<file path="src/logic/mgmt_pkg.sv">
/*
 * Shared types and constants of the management core
 * Plain vector types for register, pad, divisor and interrupt widths
 * Housekeeping register map and control bit positions
 * Request struct, configuration struct and SPI slave state encoding
 */
package mgmt_pkg;

	// Widths that carry a meaning
	typedef logic [6:0]  reg_addr_t;
	typedef logic [7:0]  reg_data_t;
	typedef logic [2:0]  clk_div_t;
	typedef logic [2:0]  irq_vec_t;
	typedef logic [15:0] pad_vec_t;
	typedef logic [31:0] mask_rev_t;

	// Register map, mask revision is read-only and LSB first
	localparam reg_addr_t ADDR_MASK_REV0  = 7'h00;
	localparam reg_addr_t ADDR_MASK_REV1  = 7'h01;
	localparam reg_addr_t ADDR_MASK_REV2  = 7'h02;
	localparam reg_addr_t ADDR_MASK_REV3  = 7'h03;
	localparam reg_addr_t ADDR_CLK_CTRL   = 7'h04;
	localparam reg_addr_t ADDR_IO_CTRL    = 7'h05;
	localparam reg_addr_t ADDR_IRQ_ENA    = 7'h06;
	localparam reg_addr_t ADDR_PAD_OUT_LO = 7'h08;
	localparam reg_addr_t ADDR_PAD_OUT_HI = 7'h09;
	localparam reg_addr_t ADDR_PAD_OEB_LO = 7'h0A;
	localparam reg_addr_t ADDR_PAD_OEB_HI = 7'h0B;
	localparam reg_addr_t ADDR_IRQ_STAT   = 7'h0C;

	// Single-bit controls inside clk_ctrl and io_ctrl
	localparam int CLK_SOFT_RST_BIT = 7;
	localparam int IO_PASS_THRU_BIT = 0;
	localparam int IO_SDO_OVR_BIT   = 1;

	// One register access from the SPI front end
	typedef struct packed {
		logic      we;
		reg_addr_t addr;
		reg_data_t wdata;
	} hk_req_t;

	// Configuration state seen by the pad mux and the clocking block
	typedef struct packed {
		clk_div_t user_clk_div;
		logic     soft_reset;
		logic     pass_thru_user;
		logic     sdo_override;
		irq_vec_t irq_ena;
		pad_vec_t pad_out;
		pad_vec_t pad_oeb;
	} mgmt_cfg_t;

	typedef enum logic [2:0] {
		IDLE,
		ADDR,
		RD_REQ,
		DATA,
		WR_REQ,
		DONE
	} spi_state_e;

endpackage

</file>
<file path="src/logic/core_clocking.sv">
/*
 * Core clocking block
 * Two-flop reset synchronizer with software reset
 * User clock divider
 */
`timescale 1ns/1ns

module core_clocking
	import mgmt_pkg::*;
(
	input  logic     clock,
	input  logic     arst_n_i,
	input  logic     soft_reset_i,
	input  clk_div_t user_clk_div_i,
	output logic     core_rstn_o,
	output logic     user_clk_o
);

	logic [1:0] rst_sync;
	clk_div_t   div_q;
	clk_div_t   div_cnt;

	// Assert asynchronously, release two clocks after both sources clear
	always_ff @(posedge clock or negedge arst_n_i) begin
		if (!arst_n_i) begin
			rst_sync <= 2'b00;
		end else if (soft_reset_i) begin
			rst_sync <= 2'b00;
		end else begin
			rst_sync <= {rst_sync[0], 1'b1};
		end
	end

	assign core_rstn_o = rst_sync[1];

	// Toggle every div_q clocks so each phase lasts div_q periods
	always_ff @(posedge clock or negedge arst_n_i) begin
		if (!arst_n_i) begin
			div_q      <= 3'd0;
			div_cnt    <= 3'd0;
			user_clk_o <= 1'b0;
		end else if (user_clk_div_i != div_q) begin
			// New divisor restarts from a low phase
			div_q      <= user_clk_div_i;
			div_cnt    <= 3'd0;
			user_clk_o <= 1'b0;
		end else if (div_q == 3'd0) begin
			// Divisor 0 parks the user clock low
			div_cnt    <= 3'd0;
			user_clk_o <= 1'b0;
		end else if (div_cnt == div_q - 3'd1) begin
			div_cnt    <= 3'd0;
			user_clk_o <= ~user_clk_o;
		end else begin
			div_cnt <= div_cnt + 3'd1;
		end
	end

endmodule

</file>
<file path="src/logic/hk_regs.sv">
/*
 * Housekeeping configuration registers
 * Ack side of the four-phase req/ack handshake
 * Read decode of mask revision, control, pad and interrupt status bytes
 */
`timescale 1ns/1ns

module hk_regs
	import mgmt_pkg::*;
#(
	parameter int IO_PADS = 16
) (
	input  logic      clock,
	input  logic      arst_n_i,
	input  logic      req_i,
	input  hk_req_t   req_data_i,
	output logic      ack_o,
	output reg_data_t rdata_o,
	input  mask_rev_t mask_rev_i,
	input  irq_vec_t  user_irq_i,
	output mgmt_cfg_t cfg_o
);

	// Pads at or above IO_PADS stay low and disabled
	localparam pad_vec_t PAD_USED = 16'hFFFF >> (16 - IO_PADS);

	localparam mgmt_cfg_t CFG_RST = '{
		user_clk_div:   3'd0,
		soft_reset:     1'b0,
		pass_thru_user: 1'b0,
		sdo_override:   1'b0,
		irq_ena:        3'd0,
		pad_out:        16'h0000,
		pad_oeb:        16'hFFFF
	};

	mgmt_cfg_t cfg_q;
	reg_data_t rd_mux;
	logic      access;
	reg_data_t wdata;

	// Only the first cycle of a request, before ack answers it
	assign access = req_i & ~ack_o;
	assign wdata  = req_data_i.wdata;

	always_comb begin
		rd_mux = 8'h00;
		case (req_data_i.addr)
			ADDR_MASK_REV0:  rd_mux = mask_rev_i[7:0];
			ADDR_MASK_REV1:  rd_mux = mask_rev_i[15:8];
			ADDR_MASK_REV2:  rd_mux = mask_rev_i[23:16];
			ADDR_MASK_REV3:  rd_mux = mask_rev_i[31:24];
			ADDR_CLK_CTRL: begin
				rd_mux[2:0]             = cfg_q.user_clk_div;
				rd_mux[CLK_SOFT_RST_BIT] = cfg_q.soft_reset;
			end
			ADDR_IO_CTRL: begin
				rd_mux[IO_PASS_THRU_BIT] = cfg_q.pass_thru_user;
				rd_mux[IO_SDO_OVR_BIT]   = cfg_q.sdo_override;
			end
			ADDR_IRQ_ENA:    rd_mux[2:0] = cfg_q.irq_ena;
			ADDR_PAD_OUT_LO: rd_mux = cfg_q.pad_out[7:0];
			ADDR_PAD_OUT_HI: rd_mux = cfg_q.pad_out[15:8];
			ADDR_PAD_OEB_LO: rd_mux = cfg_q.pad_oeb[7:0];
			ADDR_PAD_OEB_HI: rd_mux = cfg_q.pad_oeb[15:8];
			// Raw interrupt lines, not masked by irq_ena
			ADDR_IRQ_STAT:   rd_mux[2:0] = user_irq_i;
			default:         rd_mux = 8'h00;
		endcase
	end

	always_ff @(posedge clock or negedge arst_n_i) begin
		if (!arst_n_i) begin
			ack_o <= 1'b0;
			cfg_q <= CFG_RST;
		end else begin
			// Ack follows req by one clock in both directions
			ack_o <= req_i;
			if (access && req_data_i.we) begin
				case (req_data_i.addr)
					ADDR_CLK_CTRL: begin
						cfg_q.user_clk_div <= wdata[2:0];
						cfg_q.soft_reset   <= wdata[CLK_SOFT_RST_BIT];
					end
					ADDR_IO_CTRL: begin
						cfg_q.pass_thru_user <= wdata[IO_PASS_THRU_BIT];
						cfg_q.sdo_override   <= wdata[IO_SDO_OVR_BIT];
					end
					ADDR_IRQ_ENA:    cfg_q.irq_ena <= wdata[2:0];
					ADDR_PAD_OUT_LO: cfg_q.pad_out[7:0] <= wdata & PAD_USED[7:0];
					ADDR_PAD_OUT_HI: cfg_q.pad_out[15:8] <= wdata & PAD_USED[15:8];
					ADDR_PAD_OEB_LO: cfg_q.pad_oeb[7:0] <= wdata | ~PAD_USED[7:0];
					ADDR_PAD_OEB_HI: cfg_q.pad_oeb[15:8] <= wdata | ~PAD_USED[15:8];
					// Read-only and unmapped addresses
					default: cfg_q <= cfg_q;
				endcase
			end
		end
	end

	// Read data is captured with the request and held through ack
	always_ff @(posedge clock) begin
		if (access) begin
			rdata_o <= rd_mux;
		end
	end

	assign cfg_o = cfg_q;

endmodule

</file>
<file path="src/logic/hk_spi_slave.sv">
/*
 * Housekeeping SPI slave, mode 0, 16-bit frames MSB first
 * Two-flop pin synchronizers and SCK edge detection
 * Frame FSM issuing a read request per frame and a write request on writes
 * Read data shifted out on SDO after each SCK falling edge
 */
`timescale 1ns/1ns

module hk_spi_slave
	import mgmt_pkg::*;
(
	input  logic      clock,
	input  logic      arst_n_i,
	input  logic      spi_sck_i,
	input  logic      spi_csb_i,
	input  logic      spi_sdi_i,
	output logic      spi_sdo_o,
	output logic      spi_sdo_oeb_o,
	output logic      req_o,
	output hk_req_t   req_data_o,
	input  logic      ack_i,
	input  reg_data_t rdata_i
);

	// Pin order inside the sync vectors is {sck, csb, sdi}
	logic [2:0] pin_meta;
	logic [2:0] pin_sync;
	logic       sck_prev;
	logic       sck_s;
	logic       csb_s;
	logic       sdi_s;
	logic       sck_rise;
	logic       sck_fall;

	spi_state_e state;
	logic [2:0] bit_cnt;
	logic       wr_frame;
	logic       sdo_oeb_q;
	reg_data_t  rx_sr;
	reg_data_t  rx_next;
	reg_data_t  tx_sr;
	logic       byte_done;

	// CSB idles high so the synchronizer starts deselected
	always_ff @(posedge clock or negedge arst_n_i) begin
		if (!arst_n_i) begin
			pin_meta <= 3'b010;
			pin_sync <= 3'b010;
			sck_prev <= 1'b0;
		end else begin
			pin_meta <= {spi_sck_i, spi_csb_i, spi_sdi_i};
			pin_sync <= pin_meta;
			sck_prev <= pin_sync[2];
		end
	end

	assign sck_s = pin_sync[2];
	assign csb_s = pin_sync[1];
	assign sdi_s = pin_sync[0];

	// Edges seen here are acted on three clocks after the pin moved
	assign sck_rise = sck_s & ~sck_prev;
	assign sck_fall = ~sck_s & sck_prev;

	assign rx_next = {rx_sr[6:0], sdi_s};
	assign byte_done = sck_rise && (bit_cnt == 3'd7);

	// Frame control
	always_ff @(posedge clock or negedge arst_n_i) begin
		if (!arst_n_i) begin
			state     <= IDLE;
			bit_cnt   <= 3'd0;
			wr_frame  <= 1'b0;
			sdo_oeb_q <= 1'b1;
			req_o     <= 1'b0;
		end else if (csb_s && state != RD_REQ && state != WR_REQ) begin
			// Deselect aborts the frame, an open handshake is finished first
			state     <= IDLE;
			sdo_oeb_q <= 1'b1;
		end else begin
			case (state)
				IDLE: begin
					bit_cnt <= 3'd0;
					state   <= ADDR;
				end
				ADDR: begin
					if (sck_rise) begin
						bit_cnt <= bit_cnt + 3'd1;
					end
					if (byte_done) begin
						// First bit of the frame is the write flag
						wr_frame  <= rx_next[7];
						sdo_oeb_q <= rx_next[7];
						state     <= RD_REQ;
					end
				end
				RD_REQ: begin
					if (!req_o) begin
						// Never raise req over a trailing ack
						if (!ack_i) begin
							req_o <= 1'b1;
						end
					end else if (ack_i) begin
						req_o <= 1'b0;
						state <= DATA;
					end
				end
				DATA: begin
					if (sck_rise) begin
						bit_cnt <= bit_cnt + 3'd1;
					end
					if (byte_done) begin
						state <= wr_frame ? WR_REQ : DONE;
					end
				end
				WR_REQ: begin
					if (!req_o) begin
						if (!ack_i) begin
							req_o <= 1'b1;
						end
					end else if (ack_i) begin
						req_o <= 1'b0;
						state <= DONE;
					end
				end
				DONE: begin
					// Extra clocks are ignored until CSB rises
					state <= DONE;
				end
				default: begin
					state <= IDLE;
				end
			endcase
		end
	end

	// Shift registers and request payload
	always_ff @(posedge clock) begin
		if (sck_rise && (state == ADDR || state == DATA)) begin
			rx_sr <= rx_next;
		end
		// Read request carries the address, we stays low
		if (state == ADDR && byte_done) begin
			req_data_o.we    <= 1'b0;
			req_data_o.addr  <= rx_next[6:0];
			req_data_o.wdata <= 8'h00;
		end
		if (state == DATA && byte_done && wr_frame) begin
			req_data_o.we    <= 1'b1;
			req_data_o.wdata <= rx_next;
		end
		// First falling edge after the address byte keeps bit 7 on SDO
		if (state == RD_REQ && req_o && ack_i) begin
			tx_sr <= rdata_i;
		end else if (state == DATA && sck_fall && bit_cnt != 3'd0) begin
			tx_sr <= {tx_sr[6:0], 1'b0};
		end
	end

	assign spi_sdo_o = tx_sr[7];

	// Raw CSB keeps SDO released the moment the host deselects
	assign spi_sdo_oeb_o = sdo_oeb_q | spi_csb_i;

endmodule

</file>
<file path="src/logic/io_mux.sv">
/*
 * Management pad multiplexing
 * Pad output data and output-enable bars
 * User flash pass-through on pads 8 to 10 and SDO override
 */
`timescale 1ns/1ns

module io_mux
	import mgmt_pkg::*;
#(
	parameter int IO_PADS = 16
) (
	input  mgmt_cfg_t          cfg_i,
	input  logic               spi_csb_i,
	input  logic               spi_sck_i,
	input  logic               spi_sdi_i,
	input  logic               spi_sdo_i,
	input  logic               spi_sdo_oeb_i,
	output logic [IO_PADS-1:0] mgmt_out_data_o,
	output logic [IO_PADS-1:0] mgmt_oeb_o,
	output logic               sdo_o,
	output logic               sdo_oeb_o
);

	pad_vec_t pad_pre;

	// Flash pass-through replaces pad data on CSB, SCK and SDI pads
	always_comb begin
		pad_pre = cfg_i.pad_out;
		if (cfg_i.pass_thru_user) begin
			pad_pre[8]  = spi_csb_i;
			pad_pre[9]  = spi_sck_i;
			pad_pre[10] = spi_sdi_i;
		end
	end

	always_comb begin
		for (int i = 0; i < IO_PADS; i++) begin
			if (i < 2 || i >= IO_PADS - 2) begin
				// Edge pads go straight to the pad, always enabled
				mgmt_out_data_o[i] = cfg_i.pad_out[i];
				mgmt_oeb_o[i]      = 1'b0;
			end else begin
				// Shared pads drive 0 in place of high-Z when disabled
				mgmt_out_data_o[i] = cfg_i.pad_oeb[i] ? 1'b0 : pad_pre[i];
				mgmt_oeb_o[i]      = cfg_i.pad_oeb[i];
			end
		end
	end

	// Override hands SDO to pad_out bit 1
	assign sdo_o     = cfg_i.sdo_override ? cfg_i.pad_out[1] : spi_sdo_i;
	assign sdo_oeb_o = cfg_i.sdo_override ? 1'b0 : spi_sdo_oeb_i;

endmodule

</file>
<file path="src/logic/mgmt_core.sv">
/*
 * Management area top level
 * Housekeeping SPI slave and configuration registers
 * Pad multiplexing and core clocking
 */
`timescale 1ns/1ns

module mgmt_core
	import mgmt_pkg::*;
#(
	parameter int IO_PADS = 16
) (
	input  logic               clock,
	input  logic               arst_n_i,
	input  logic               spi_sck_i,
	input  logic               spi_csb_i,
	input  logic               spi_sdi_i,
	output logic               sdo_o,
	output logic               sdo_oeb_o,
	input  mask_rev_t          mask_rev_i,
	input  irq_vec_t           user_irq_i,
	output irq_vec_t           user_irq_ena_o,
	output logic [IO_PADS-1:0] mgmt_out_data_o,
	output logic [IO_PADS-1:0] mgmt_oeb_o,
	output logic               core_rstn_o,
	output logic               user_clk_o
);

	// Handshake between SPI front end and registers
	logic      req;
	logic      ack;
	hk_req_t   req_data;
	reg_data_t rdata;

	// SPI slave SDO before the override mux
	logic      spi_sdo;
	logic      spi_sdo_oeb;

	mgmt_cfg_t cfg;

	// SPI and registers run on arst_n_i so software reset cannot lock out the host
	hk_spi_slave u_hk_spi_slave (
		.clock         (clock),
		.arst_n_i      (arst_n_i),
		.spi_sck_i     (spi_sck_i),
		.spi_csb_i     (spi_csb_i),
		.spi_sdi_i     (spi_sdi_i),
		.spi_sdo_o     (spi_sdo),
		.spi_sdo_oeb_o (spi_sdo_oeb),
		.req_o         (req),
		.req_data_o    (req_data),
		.ack_i         (ack),
		.rdata_i       (rdata)
	);

	hk_regs #(
		.IO_PADS (IO_PADS)
	) u_hk_regs (
		.clock      (clock),
		.arst_n_i   (arst_n_i),
		.req_i      (req),
		.req_data_i (req_data),
		.ack_o      (ack),
		.rdata_o    (rdata),
		.mask_rev_i (mask_rev_i),
		.user_irq_i (user_irq_i),
		.cfg_o      (cfg)
	);

	io_mux #(
		.IO_PADS (IO_PADS)
	) u_io_mux (
		.cfg_i           (cfg),
		.spi_csb_i       (spi_csb_i),
		.spi_sck_i       (spi_sck_i),
		.spi_sdi_i       (spi_sdi_i),
		.spi_sdo_i       (spi_sdo),
		.spi_sdo_oeb_i   (spi_sdo_oeb),
		.mgmt_out_data_o (mgmt_out_data_o),
		.mgmt_oeb_o      (mgmt_oeb_o),
		.sdo_o           (sdo_o),
		.sdo_oeb_o       (sdo_oeb_o)
	);

	core_clocking u_core_clocking (
		.clock          (clock),
		.arst_n_i       (arst_n_i),
		.soft_reset_i   (cfg.soft_reset),
		.user_clk_div_i (cfg.user_clk_div),
		.core_rstn_o    (core_rstn_o),
		.user_clk_o     (user_clk_o)
	);

	assign user_irq_ena_o = cfg.irq_ena;

endmodule

</file>
<file path="config.mk">
export PLATFORM = sky130hd
export DESIGN_NAME = mgmt_core
export DESIGN_NICKNAME = d
export VERILOG_FILES = /design/src/logic/mgmt_pkg.sv /design/src/logic/core_clocking.sv /design/src/logic/hk_regs.sv /design/src/logic/hk_spi_slave.sv /design/src/logic/io_mux.sv /design/src/logic/mgmt_core.sv
export SDC_FILE = /design/constraint.sdc
export NUM_CORES = 1
export LEC_CHECK = 0
export ABC_AREA = 1
export ABC_CLOCK_PERIOD_IN_PS = 2100
export BUFFER_PORTS_ARGS = -buffer_cell sky130_fd_sc_hd__buf_2
export CORE_MARGIN = 10
export CORE_UTILIZATION = 57
export DETAILED_ROUTE_END_ITERATION = 7
export PLACE_DENSITY = 0.8
export SYNTH_ARGS = -nofsm -noshare
export SYNTH_HDL_FRONTEND = slang
export SYNTH_HIERARCHICAL = 1
export SYNTH_SLANG_ARGS = --single-unit
</file>
<file path="constraint.sdc">
create_clock -name clock -period 2.1 [get_ports clock]
set_input_delay 0.42 -clock clock [delete_from_list [all_inputs] [get_ports clock]]
set_output_delay 0.42 -clock clock [all_outputs]
set_load 0.1 [all_outputs]
</file>
# Word level (Yosys, flattened, before mapping)
# Index checks and enable logic that the tools add are counted.
# op_classes
add_sub_neg	3
n_eq_ne	28
mux	45
bitwise_logic	9
n_reduce_logical	37
# op_table
op	count
2-to-1 mux 3 bit	12
equality test 7 x 4 -> 1 bit (second input constant)	5
2-to-1 mux 8 bit	4
case mux 4 bit (8 select lines)	1
case mux 2 bit (12 select lines)	1
2-to-1 mux 1 bit	22
equality test 7 x 3 -> 1 bit (second input constant)	3
!= test 3 x 1 -> 1 bit (second input constant)	6
case mux 3 bit (6 select lines)	1
AND reduction 2 bit	9
equality test 7 x 2 -> 1 bit (second input constant)	2
logical AND 1 bit	12
case mux 1 bit (11 select lines)	1
nonzero test 2 bit	5
equality test 3 bit (second input constant)	3
case mux 1 bit (9 select lines)	1
equality test 7 x 1 -> 1 bit (second input constant)	1
logical NOT 7 bit	1
adder 3 x 1 -> 3 bit (second input constant)	2
equality test 3 x 2 -> 1 bit (second input constant)	2
logical NOT 3 bit	2
case mux 3 bit (2 select lines)	1
AND reduction 3 bit	2
AND reduction 6 bit	1
14 further kinds	22
# totals
register_bits	106
output_inout_bits	39
word_cells	150

# Longest topological paths before layout
# Gate-level depths: netlist (run 1).
# depth
word_depth	6
mapped_depth	10
mapped_depth_nobuf	10

# Hierarchy
# Netlist (run 1), hierarchy kept.
# by_module_without_submodules
module	instances	cells_each	area_each_um2	seq_area_each_um2
hk_regs	1	344	2696.3	1311.3
hk_spi_slave	1	170	1984.4	1325.0
core_clocking	1	59	485.5	225.2
io_mux	1	62	309.0	0.0

# Worst setup path after synthesis (run 1)
# No wires, ideal clock.
# synth_path
path_type	register to output
start	register u_hk_regs.cfg_q, in the netlist u_hk_regs/cfg_o[35]
end	output sdo_o
arrival_ns	2.523
path_slack_ns	-0.843
stages_incl_launch_ff	2
n_path_buf	0
cell_sequence	dfrtp_1 > o21ai_0
# synth_via
elab_chain_cells	1
# synth_lines
element	line_no	source
start, declared	hk_regs.sv:37	mgmt_cfg_t cfg_q;
start signal, assigned	hk_regs.sv:95	default: cfg_q <= cfg_q;
2-to-1 mux 1 bit	io_mux.sv:52	assign sdo_o = cfg_i.sdo_override ? cfg_i.pad_out[1] : spi_sdo_i;
end, declared	mgmt_core.sv:18	output logic sdo_o,
# Every way passes these cells.

# Worst setup path after layout (run 1)
# layout_path
start	register u_hk_regs.cfg_q, in the netlist u_hk_regs/cfg_o[36]
end	output mgmt_out_data_o[10]
# layout_via
elab_chain_cells	2
# layout_lines
element	line_no	source
2-to-1 mux 3 bit	io_mux.sv:30	if (cfg_i.pass_thru_user) begin
2-to-1 mux 1 bit	io_mux.sv:45	mgmt_out_data_o[i] = cfg_i.pad_oeb[i] ? 1'b0 : pad_pre[i];
end, declared	mgmt_core.sv:23	output logic [IO_PADS-1:0] mgmt_out_data_o,
# Every way passes these cells.

==> results_dict.tcl, run 1 <==
set metrics [dict create \
    status "completed" \
    crit_arrival_ns 1.58 \
    cellPowerDensity_mw_per_mm2 768 \
    layout_min_cycle_time_ns 2.00 \
    final_common_cell "nand2_1" \
    yosysWarnings 6 \
    setup_viol 0 \
    wl_per_cell_um 15.4 \
    clockRootBuffer "clkbuf_8" \
    max-vdd-ir-drop_mv 0.415 \
    crit_type "flip-flop to primary output" \
    rrSetupSlack_ns 0.23 \
    grt_usage_pct 18.3 \
    crit_start "u_hk_regs/cfg_o[36]" \
    cts_tree "built" \
    stdcell_count 832 \
    rr_endpoint "u_hk_spi_slave/req_data_o[5]" \
    tightest_slew_ns 0.647 \
    leakagePower_nw 2.95 \
    nNetsFinal 744 \
    dp.cells 816 \
    critPathMaxFanout 8 \
    hpwl_mm 9.86 \
    grt_start_max_net_pins 38 \
    fp.dieW_um 118 \
    slew_viol_final 0 \
    min_period_over_period_pct 95.1 \
    rsz0062_at_grt "no" \
    endpoint "mgmt_out_data_o[10]" \
    slew_headroom_pct 56.7 \
    post_cts_buffers 0 \
    ctsLongestPathBuffers 2 \
    num-fill-cells 754 \
    grt-ovfl-total 0 \
    skew_ns 0.0166 \
    yosysTopAreaCellShare_pct 21.9 \
    cts_repair_resize_count 0 \
    grt_pass1_wl_mm 20.6 \
    synth-seq-cells 106 \
    clkSlewWorstSetupHoldPaths_ns 0.10 \
    area_delta_synth_final_pct 10.7 \
    synth_top_area_cell "dfrtp_1" \
    syn_avg_cell_area_um2 8.62 \
    htree_levels 3 \
    path_cells "nor2_1, nor2_2, buf_2" \
    synth-seq-area-share_pct 52.3 \
    grt_pass1_vias 4256 \
    clk_latency_ns 0.38 \
    routed_via_density 5.26 \
    clock-sinks 106 \
    utilization_pct 65.3 \
    synth.distinct_cells 33 \
    max_freq_ghz 0.501 \
    hold_class "primary input to asynchronous set/reset pin" \
    synthTopCellsByArea "dfrtp_1 (22%), edfxtp_1 (21%), nand2_1 (12%)" \
    endpoint_kind "primary output" \
    via_count 4380 \
    fp.coreArea_mm2 0.00928 \
    r2r-start "u_hk_spi_slave/bit_cnt[1]" \
    slowest_delay_ns 0.56 \
    start_util_pct 59.0 \
    io_buffers 74 \
    final-hold-violation-count 0 \
    antenna_found_initial 0 \
    gp_congestion 0.919 \
    drive_gt1_share_pct 25.2 \
    drtIter0Drc 330 \
    wl_mm 12.8 \
    r2r_cells 6 \
    diodes 0 \
    cp.required_ns 1.68 \
    maxCapViolCount 0 \
    synthesis.area_mm2 0.00548 \
    drt_first_pass_iters 5 \
    die_h_um 118 \
    critPathSlowestCell "dfrtp_1" \
    design.die.area_mm2 0.0139 \
    cts_hold_buffers 0 \
    start_kind "flip-flop" \
    drc 0 \
    rows 35 \
    final_cell_mix "nand2_1 (168), buf_2 (74), inv_1 (72), nand3_1 (69), nor2_1 (63)" \
    synthCells 635 \
    postRouteAntennaNets 0 \
    ios 79 \
    cts_buffers 9 \
]
[cells in the mapped netlist]
library cell    n
buf_2           5
dfstp_2        19
nor2_2          3
a21o_2          1
nor3_1          2
nand3_4         2
xnor2_1         4
ha_1            6
or2_2           1
o21ai_0        16
o21bai_1        1
buf_4          21
clkbuf_1        3
dfxtp_1         1
nor2_4          7
dfrtp_1        48
nand2_1       168
o21ai_2        18
a21boi_1        1
a21oi_1         2
nand3_1        69
inv_1          72
conb_1          1
nor2_8          1
nand2_2         7
edfxtp_1       38
nand2_4         4
buf_6           6
nand3_2         2
nor2_1         67
o21ai_1        24
inv_2          11
o21a_1          4
[metal layers]
metal / vias up / wire length, um / GRT usage, %
met1: 2046 / 5240 / 22.2
met2: 191 / 6360 / 31.0
met5: - / 0 / 0
met3: 26 / 923 / 4.27
met4: 0 / 245 / 6.41
li1: 2117 / - / -
[worst min-delay path by stage]
| stage | from | endpoint | slack (ns) | cells past startpoint |
|---|---|---|---|---|
| after floorplan | arst_n_i | u_core_clocking/div_cnt[0] | 0.12 | 0 |
| after global placement | u_hk_spi_slave/pin_meta[0] | u_hk_spi_slave/pin_sync[0] | 0.33 | 0 |
| after detailed placement | u_hk_spi_slave/pin_meta[0] | u_hk_spi_slave/pin_sync[0] | 0.34 | 0 |
| after CTS | arst_n_i | u_core_clocking/rst_sync[1] | 0.07 | 2 |
| after global routing | arst_n_i | u_core_clocking/rst_sync[1] | 0.08 | 2 |
| final | arst_n_i | u_core_clocking/rst_sync[1] | 0.06 | 2 |
[state kept, by name (all words and copies together), names as in the netlist]
signal	flops
u_hk_regs/rdata_o	8
u_core_clocking/user_clk_o	1
u_hk_spi_slave/pin_sync	3
u_hk_regs/ack_o	1
u_core_clocking/div_cnt	3
u_hk_spi_slave/sck_prev	1
u_hk_spi_slave/rx_sr	7
u_hk_spi_slave/tx_sr	8
u_core_clocking/div_q	3
u_hk_regs/cfg_o	41
u_core_clocking/rst_sync	2
u_hk_spi_slave/wr_frame	1
u_hk_spi_slave/pin_meta	3
u_hk_spi_slave/state	3
u_hk_spi_slave/req_o	1
u_hk_spi_slave/req_data_o	16
u_hk_spi_slave/bit_cnt	3
u_hk_spi_slave/sdo_oeb_q	1
[critical path, delay by kind of cell (launching register included)]
kind	cells	cell delay (ns)
DFF	1	0.56
and+or+nand+nor	2	0.23
buffers and inverters	1	0.42
[area by class of cell]
class	instances	area [um^2]	area share, %
sequential	106	2860	47.2
clock inverter	2	35.0	0.578
clock buffer	14	174	2.87
tap	129	161	2.66
multi-input combinational	414	2060	34.0
inverter	83	312	5.14
timing repair buffer	84	458	7.55
[metrics by stage]
stage,worst slack (ns),instance area [um^2],hold slack (ns),setup TNS (ns),power (W)
after detailed placement,0.259,5850,0.336,0,0.00340
after global routing,0.0523,6060,0.0837,0,0.00491
after CTS,0.106,6060,0.0665,0,0.00468
after global placement,0.313,5850,0.333,0,0.00336
after floorplan,-0.0953,5500,0.124,-0.0953,0.00319
final,0.104,6060,0.0560,0,0.00465
[power by group]
part | switching (W) | internal [W]
combinational | 0.000588 | 0.000268
sequential | 0.000143 | 0.00236
clock | 0.000643 | 0.000657
total | 0.00137 | 0.00328
[cell families (layout without fill, tap and decap cells)]
| group | Yosys count | in the layout | synth area share, % |
|---|---|---|---|
| xor gates and xnor gates | 4 | 4 | 0.640 |
| DFF | 106 | 106 | 52.3 |
| adders and majority gates | 6 | 6 | 1.37 |
| buffers and inverters | 118 | 183 | 10.5 |
| other | 1 | 4 | 0.0685 |
| and+or+nand+nor | 333 | 333 | 27.5 |
| AOI/OAI and AO/OA | 67 | 67 | 7.70 |
Power figures use the tool's default switching activity.
==> run 2, diff against run 1 <==
--- a/config.mk
+++ b/config.mk
@@ -12,6 +12,7 @@
 export CORE_UTILIZATION = 57
 export DETAILED_ROUTE_END_ITERATION = 7
 export PLACE_DENSITY = 0.8
+export SETUP_SLACK_MARGIN = 0.3
 export SYNTH_ARGS = -nofsm -noshare
 export SYNTH_HDL_FRONTEND = slang
 export SYNTH_HIERARCHICAL = 1
==> results_dict.tcl, run 2 (synthesis results as in run 1) <==
set metrics [dict create \
    status "completed" \
    drtIter0Drc 364 \
    met3_usage_pct 4.36 \
    slew_viol_final 0 \
    cts_tree "built" \
    crit_type "flip-flop to primary output" \
    r2r-start "u_hk_spi_slave/bit_cnt[0]" \
    maxCapViolCount 0 \
    use_met1_pct 24.3 \
    design.die.area_mm2 0.0139 \
    wl_mm 13.2 \
    routed_via_density 5.25 \
    fp.coreArea_mm2 0.00928 \
    cts_hold_buffers 0 \
    hold_class "primary input to asynchronous set/reset pin" \
    cts_buffers 9 \
    clockRootBuffer "clkbuf_8" \
    endpoint "mgmt_out_data_o[8]" \
    cellPowerDensity_mw_per_mm2 744 \
    antenna_found_initial 0 \
    slew_headroom_pct 57.4 \
    grt_start_max_net_pins 68 \
    endpoint_kind "primary output" \
    die_h_um 118 \
    hpwl_mm 9.75 \
    ctsLongestPathBuffers 2 \
    tightest_slew_ns 0.636 \
    clk_latency_ns 0.37 \
    dp_slack_ns 0.164 \
    largest_register_ff_count 41 \
    final_common_cell "nand2_1" \
    rr_endpoint "u_hk_spi_slave/req_data_o[2]" \
    wl_per_cell_um 15.9 \
    drive_gt1_share_pct 28.1 \
    final_cell_mix "nand2_1 (165), inv_1 (72), nand3_1 (68), nor2_1 (54), buf_2 (52)" \
    clock-sinks 106 \
    fp.dieW_um 118 \
    clkSlewWorstSetupHoldPaths_ns 0.10 \
    grt-ovfl-total 0 \
    rows 35 \
    drc 0 \
    cp_top_family "flip-flops" \
    nNetsFinal 746 \
    path_cells "nand2_1, nand2_1, nor2_2, buf_12" \
    start_util_pct 59.0 \
    slowest_delay_ns 0.50 \
    start_kind "flip-flop" \
    setup_viol 0 \
    skew_ns 0.0126 \
    drt_first_pass_iters 5 \
    layout_setup_ws_ns 0.286 \
    leakagePower_nw 2.96 \
    rrSetupSlack_ns 0.37 \
    grt_pass1_vias 4355 \
    grtUsageMet2_pct 29.9 \
    max-vdd-ir-drop_mv 0.377 \
    diodes 0 \
    rsz0062_at_grt "yes" \
    critPathMaxFanout 8 \
    crit_buf_inv 1 \
    via_count 4382 \
    crit_cells 4 \
    htree_levels 3 \
    critPathSlowestCell "dfrtp_2" \
    crit_start "u_hk_regs/cfg_o[36]" \
    ios 79 \
    crit_top_cell "nand2_1" \
    grt_busiest_layer "met2" \
    io_buffers 74 \
    gp_congestion 0.892 \
    final-hold-violation-count 0 \
    max_freq_ghz 0.551 \
    postRouteAntennaNets 0 \
    grt_pass1_wl_mm 21.6 \
    r2r_cells 6 \
    crit_arrival_ns 1.39 \
    min_period_over_period_pct 86.4 \
    grt_usage_pct 18.7 \
    area_delta_synth_final_pct 13.8 \
    layout_min_cycle_time_ns 1.81 \
    cp.required_ns 1.68 \
    tns_ns 0 \
]
-- run 2: metrics by stage --
step | area [um^2] | power (W) | std cells | utilization, % | hold slack (ns)
after floorplan | 5520 | 0.00319 | 638 | - | 0.124
after global placement | 5870 | 0.00338 | 814 | 63.2 | 0.331
after detailed placement | 5870 | 0.00341 | 814 | 63.2 | 0.339
after CTS | 6130 | 0.00462 | 830 | 66.0 | 0.0639
after global routing | 6230 | 0.00488 | 834 | 67.1 | 0.0764
final | 6230 | 0.00464 | 834 | 67.1 | 0.0446
-- run 2: metal layers --
layer	vias up	wire (um)
met5	-	0
met4	0	313
met3	25	986
met2	195	6330
met1	2031	5610
li1	2131	-
-- run 2: final cells by class --
class,count,area (um^2)
clock buffers,9,124
clock inverters,7,70.1
multi-input cells,414,2120
inverters,83,312
well taps,129,161
fillers,735,3050
repair buffers,86,586
flip-flops and latches,106,2860
-- run 2: worst min path at each step --
| stage | endpoint | slack (ns) |
|---|---|---|
| final | u_hk_regs/cfg_o[21] | 0.04 |
| after floorplan | u_core_clocking/div_cnt[0] | 0.12 |
| after global routing | u_hk_regs/cfg_o[21] | 0.08 |
| after CTS | u_hk_regs/cfg_o[29] | 0.06 |
| after detailed placement | u_hk_spi_slave/pin_sync[0] | 0.34 |
| after global placement | u_hk_spi_slave/pin_sync[0] | 0.33 |
-- run 2: power breakdown --
part,switching (W),internal (W)
logic,0.000629,0.000308
clock network,0.000747,0.000462
registers,0.000139,0.00236
-- run 2: worst reg2reg max path, cell delays in order (launching register included) --
cell and delay [ns]:
dfrtp_1 0.41, ha_1 0.17, ha_1 0.16, nand3_2 0.16, nor2_1 0.21, nand2_2 0.18
nand2_4 0.17
-- run 2: repair_timing --
action | CTS | global route
hold endpoints to repair | 0 | 0
setup buffers | 0 | 4
pin swaps | 0 | 5
endpoints found under the setup margin | 23 | 33
gates resized for setup | 24 | 21
